===== config.mk =====
export PLATFORM = sky130hd
export DESIGN_NAME = traffic_master_flat
export DESIGN_NICKNAME = d
export VERILOG_FILES = /design/src/noc_cfg_pkg.sv /design/src/noc_lfsr_pkg.sv /design/src/axis_link_if.sv /design/src/traffic_master.sv /design/src/flat_wrapper.sv
export SDC_FILE = /design/constraint.sdc
export NUM_CORES = 1
export LEC_CHECK = 0
export ABC_AREA = 1
export BUFFER_PORTS_ARGS = -buffer_cell sky130_fd_sc_hd__buf_2
export CELL_PAD_IN_SITES_DETAIL_PLACEMENT = 0
export CELL_PAD_IN_SITES_GLOBAL_PLACEMENT = 1
export CORE_MARGIN = 4
export CORE_UTILIZATION = 42
export CTS_CLUSTER_DIAMETER = 120
export DETAILED_ROUTE_END_ITERATION = 16
export GPL_TIMING_DRIVEN = 0
export PLACE_DENSITY = 0.88
export SYNTH_ARGS = -nofsm -noshare
export SYNTH_HDL_FRONTEND = slang
export SYNTH_SLANG_ARGS = --single-unit

===== constraint.sdc =====
create_clock -name clk -period 8.9 [get_ports clk]
set_clock_uncertainty 0.1 [all_clocks]
set_input_delay 0.89 -clock clk [delete_from_list [all_inputs] [get_ports clk]]
set_output_delay 0.89 -clock clk [all_outputs]
set_load 0.01 [all_outputs]

===== src/noc_cfg_pkg.sv =====
package noc_cfg_pkg;

    // Flit payload width in bits
    localparam int DATA_W = 128;

    // Masters feeding the router, and router outputs
    localparam int NUM_PORTS = 4;

    // Destination field selects one output port
    localparam int DEST_W = $clog2(NUM_PORTS);

    // Idle cycles a master waits before offering a flit
    localparam int GAP_CYCLES = 8;

endpackage


===== src/noc_lfsr_pkg.sv =====
package noc_lfsr_pkg;

    // Base seed for the payload LFSR, master i uses DATA_SEED ^ i
    localparam logic [127:0] DATA_SEED = {16{8'hA5}};

    // Base seed for the destination LFSR, master i uses DEST_SEED + i
    localparam logic [3:0] DEST_SEED = 4'h1;

    // Destination LFSR step
    // Polynomial x^4 + x^3 + 1, shift left with feedback into bit 0
    function automatic logic [3:0] next_dest(input logic [3:0] state);
        return {state[2:0], state[3] ^ state[2]};
    endfunction

    // Payload LFSR step
    // Polynomial x^128 + x^126 + x^101 + x^99 + 1
    function automatic logic [127:0] next_data(input logic [127:0] state);
        logic fb;
        fb = state[127] ^ state[125] ^ state[100] ^ state[98];
        return {state[126:0], fb};
    endfunction

endpackage


===== src/axis_link_if.sv =====
`timescale 1ns/1ns

interface axis_link_if #(
    parameter int DATA_W = noc_cfg_pkg::DATA_W,
    parameter int DEST_W = noc_cfg_pkg::DEST_W
);

    // Level handshake, a transfer happens when tvalid and tready are both high
    logic              tvalid;
    logic [DATA_W-1:0] tdata;
    logic [DEST_W-1:0] tdest;
    logic              tready;

    // Flit source side
    modport master (
        output tvalid,
        output tdata,
        output tdest,
        input  tready
    );

    // Flit sink side
    modport slave (
        input  tvalid,
        input  tdata,
        input  tdest,
        output tready
    );

endinterface


===== src/traffic_master.sv =====
`timescale 1ns/1ns

module traffic_master #(
    parameter int DATA_W    = noc_cfg_pkg::DATA_W,
    parameter int DEST_W    = noc_cfg_pkg::DEST_W,
    parameter int GAP       = noc_cfg_pkg::GAP_CYCLES,
    parameter int MASTER_ID = 0
) (
    input  logic        clk,
    input  logic        reset,
    axis_link_if.master tx
);

    // Gap counter only needs to reach GAP-1
    localparam int CNT_W = (GAP > 1) ? $clog2(GAP) : 1;

    // Per-master seeds, both stay non-zero for the four masters
    localparam logic [127:0] DATA_INIT = noc_lfsr_pkg::DATA_SEED ^ 128'(MASTER_ID);
    localparam logic [3:0]   DEST_INIT = 4'(noc_lfsr_pkg::DEST_SEED + MASTER_ID);

    logic [CNT_W-1:0] gap_cnt;
    logic             offer;
    logic             accepted;
    logic [3:0]       dest_state;
    logic [127:0]     data_state;

    assign accepted = offer && tx.tready;

    // Gap timer and valid flag
    // tvalid rises GAP cycles after reset release or after an accepted flit
    always_ff @(posedge clk or posedge reset) begin
        if (reset) begin
            gap_cnt <= '0;
            offer   <= 1'b0;
        end else if (offer) begin
            if (tx.tready) begin
                // Flit taken, start the next gap
                gap_cnt <= '0;
                offer   <= 1'b0;
            end
        end else if (gap_cnt == CNT_W'(GAP - 1)) begin
            offer <= 1'b1;
        end else begin
            gap_cnt <= gap_cnt + 1'b1;
        end
    end

    // Both LFSRs step once per accepted flit
    // so each master emits a fixed sequence
    always_ff @(posedge clk or posedge reset) begin
        if (reset) begin
            dest_state <= DEST_INIT;
            data_state <= DATA_INIT;
        end else if (accepted) begin
            dest_state <= noc_lfsr_pkg::next_dest(dest_state);
            data_state <= noc_lfsr_pkg::next_data(data_state);
        end
    end

    assign tx.tvalid = offer;
    // Low destination bits pick the router output
    assign tx.tdest  = dest_state[DEST_W-1:0];
    assign tx.tdata  = data_state[DATA_W-1:0];

    // Offered flit is held unchanged until the router takes it
    property p_hold_until_taken;
        @(posedge clk) disable iff (reset)
            offer && !tx.tready |=> offer && $stable(tx.tdata) && $stable(tx.tdest);
    endproperty

    a_hold_until_taken: assert property (p_hold_until_taken)
        else $error("master %0d changed an offered flit", MASTER_ID);

endmodule


===== src/flat_wrapper.sv =====
// flat-port wrapper written by rule: the top's interface ports become plain ports
module traffic_master_flat 
#(
    parameter int DATA_W    = noc_cfg_pkg::DATA_W,
    parameter int DEST_W    = noc_cfg_pkg::DEST_W,
    parameter int GAP       = noc_cfg_pkg::GAP_CYCLES,
    parameter int MASTER_ID = 0
)
  (clk, reset, tx_tvalid, tx_tdata, tx_tdest, tx_tready);
  axis_link_if #(.DATA_W(DATA_W), .DEST_W(DEST_W)) tx_i ();
  input  logic clk;
  input  logic reset;
  output wire logic [$bits(tx_i.tvalid)-1:0] tx_tvalid;
  output wire logic [$bits(tx_i.tdata)-1:0] tx_tdata;
  output wire logic [$bits(tx_i.tdest)-1:0] tx_tdest;
  input wire logic [$bits(tx_i.tready)-1:0] tx_tready;
  assign tx_tvalid = tx_i.tvalid;
  assign tx_tdata = tx_i.tdata;
  assign tx_tdest = tx_i.tdest;
  assign tx_i.tready = tx_tready;
  traffic_master #(.DATA_W(DATA_W), .DEST_W(DEST_W), .GAP(GAP), .MASTER_ID(MASTER_ID)) u_core (.clk(clk), .reset(reset), .tx(tx_i));
endmodule

==> qor.csv <==
stage,metric,value,unit
clock_network,cts.path.max_buffers,2,
floorplan,io_pins,134,
logic_synthesis,synthCells,532,
logic_synthesis,syn_area,0.00528,mm2
critical_path,crit_type,reg2out,
global_routing,grt_max_degree,70,
clock_network,cts.hold.buffers_added,0,
timing,slew_viol_final,0,
routing,wl,12.7,mm
routing,drc_errors,0,
routing,ant_nets,0,
final_layout,fillers,1110,
global_routing,overflow,0,
critical_path,critical-path-slowest-cell,dfstp_2,
pwr,ir_drop,0.000160,V
critical_path,critPathArrivalTime,1.17,ns
routing,wl_per_cell,14.8,um
routing,routed_via_density,4.81,
logic_synthesis,synth_nets,538,
floorplan,die_w,120,um
floorplan,die_y,120,um
logic_synthesis,ys_ff_latch,136,
timing,fin_crit,2.16,ns
timing,worstMarginPinSlew,0.618,ns
timing,setup-violations-final,0,
routing,first_iter_violations,261,
status,outcome,"finished, final reports clean",
timing,fin_crit_sh,0.242,
logic_synthesis,avgSynthCellArea,9.92,um2
clock_network,htree_num_levels,4,
logic_synthesis,muxShareOfSynthArea,0,
placed_design,gp_congestion,0.789,
floorplan,initial_core_util,0.434,
placed_design,portBuffers,133,
floorplan,dieArea,0.0144,mm2
timing,tns,0,ns
global_routing,antenna_found_initial,0,
routing,drt_pass1_iterations,7,
critical_path,endpoint_kind,primary output,
placed_design,preCtsSetupSlack,6.81,ns
clock_network,cts_buffers,17,
floorplan,fp-row-count,40,
critical_path,cpPeakStageDelay,0.55,ns
critical_path,required,7.91,ns
clock_network,clk_pin_slew,0.05,ns
logic_synthesis,synth_compound_area_frac,0.123,
logic_synthesis,synth_top_family_by_area,compound AO/OA/AOI/OAI gates,
final_layout,layout.nets,691,
logic_synthesis,synth_xor_area_frac,0.00166,
critical_path,path_cells,buf_4 > buf_2,
pwr,p_leak,3.27,nW
timing,fin_ws,6.74,ns
routing,vias,4151,
final_layout,final_cell_mix,"153 x nand2_1, 140 x buf_2, 109 x o21ai_0",
clock_network,worst_skew_pair.late_latency,0.41,ns
timing,rsz0062_at_grt,no,
clock_network,clk_root_buffer_cell,clkbuf_16,
final_layout,mostFrequentLayoutCell,nand2_1,
timing,finalHoldViolations,0,
logic_synthesis,synthSimpleGateAreaFrac,0.117,
critical_path,worstPathMaxFanout,3,
timing,fmax,463,MHz
critical_path,crit_path_start_kind,flop,
timing,holdWs,0.377,ns
logic_synthesis,ys_types,17,
timing,slew_headroom,0.588,
logic_synthesis,synth_fa_ha_area_frac,0.00711,
global_routing,grt_usage,0.188,
logic_synthesis,ys_seq_area_frac,0.660,
global_routing,grt_pass1_wl,21.6,mm
run,cap_violations,0,
clock_network,cts_tree,done,
floorplan,core,0.0122,mm2
hold_path,min_path_type,reg2reg,
logic_synthesis,ys_warn_count,0,
final_layout,n_antenna_cell,0,
clock_network,cts.sinks,136,
global_routing,grt_pass1_vias,4303,
final_layout,area_growth,27.2,%
clock_network,cts_resized,0,
placed_design,dp_hpwl,8.70,mm
clock_network,post_cts_buffers,0,
pwr,cellPowerDensity,328,mW/mm2
final_layout,layout-drive-gt1-share,0.357,
layout make-up:
cell class | instances | area, um2 | share of cell area
flip-flops and latches | 136 | 3480 | 0.519
inverters | 69 | 267 | 0.0397
clock buffers | 25 | 505 | 0.0753
well taps | 168 | 210 | 0.0313
repair buffers | 134 | 693 | 0.103
clock inverters | 4 | 20.0 | 0.00298
multi-input cells | 296 | 1320 | 0.196
plain buffers | 31 | 215 | 0.0321
logic make-up (layout without fill, tap and decap cells):
group / Yosys count / in the layout
simple gates: 162 / 162
xor+xnor: 1 / 1
flops: 136 / 136
buf+inv: 100 / 263
fa+ha+maj: 3 / 3
compound gates: 130 / 130
path summary, 6_finish.rpt:
| kind | from | depth (start not counted) | end | slack (ns) |
|---|---|---|---|---|
| max | u_core.dest_state[0]$_DFFE_PP1P_ | 2 | tx_tdest[0] | 6.74 |
| min | u_core.tx.tdata[55]$_DFFE_PP1P_ | 2 | u_core.tx.tdata[56]$_DFFE_PP1P_ | 0.38 |
| max reg2reg | u_core.tx.tvalid$_DFF_PP0_ | 5 | u_core.tx.tdata[78]$_DFFE_PP0P_ | 7.40 |
| min reg2reg | u_core.tx.tdata[55]$_DFFE_PP1P_ | 2 | u_core.tx.tdata[56]$_DFFE_PP1P_ | 0.38 |
| max in group asynchronous | reset | 3 | u_core.tx.tdata[0]$_DFFE_PP1P_ | 7.45 |
| min in group asynchronous | reset | 2 | u_core.tx.tdata[60]$_DFFE_PP0P_ | 0.47 |
metrics by stage:
| stage | instance area [um2] | utilization | total power, mW | cells |
|---|---|---|---|---|
| after floorplan | 5280 | - | 1.31 | 532 |
| after global placement | 6150 | 0.506 | 1.57 | 833 |
| after detailed placement | 6180 | 0.509 | 1.59 | 834 |
| after CTS | 6710 | 0.552 | 2.23 | 863 |
| after global routing | 6710 | 0.552 | 2.35 | 863 |
| final | 6710 | 0.552 | 2.20 | 863 |
registers in the layout (all words and copies together) (netlist names):
signal,cells
u_core.tx.tdata,128
u_core.dest_state,4
u_core.gap_cnt,3
u_core.tx.tvalid,1
worst max-delay path, delay by kind of cell, from the launching register on:
| kind | cells | cell delay [ns] |
|---|---|---|
| buffers and inverters | 2 | 0.21 |
| DFF | 1 | 0.55 |
report_power, final:
| group | leakage [nW] | total, mW | switching (mW) | internal [mW] |
|---|---|---|---|---|
| Combinational | 1.38 | 0.608 | 0.374 | 0.234 |
| Clock | 0.265 | 0.624 | 0.238 | 0.386 |
| Sequential | 1.62 | 0.967 | 0.121 | 0.846 |
routing by layer:
| metal | share of wire | GRT usage |
|---|---|---|
| met5 | 0 | 0 |
| met4 | 0.011 | 0.0723 |
| met3 | 0.071 | 0.0627 |
| met2 | 0.46 | 0.285 |
| met1 | 0.46 | 0.252 |
cell usage after synthesis, drive strengths merged:
cell | number | area [um2]
xnor2 | 1 | 8.76
inv | 69 | 262
dfstp | 65 | 1710
nand3 | 4 | 25.0
nand2 | 153 | 574
nor2 | 5 | 18.8
ha | 3 | 37.5
dfrtp | 71 | 1780
o21ai | 130 | 651
buf | 20 | 174
clkbuf | 11 | 41.3
Note: power is estimated with default switching activity, not from simulation.
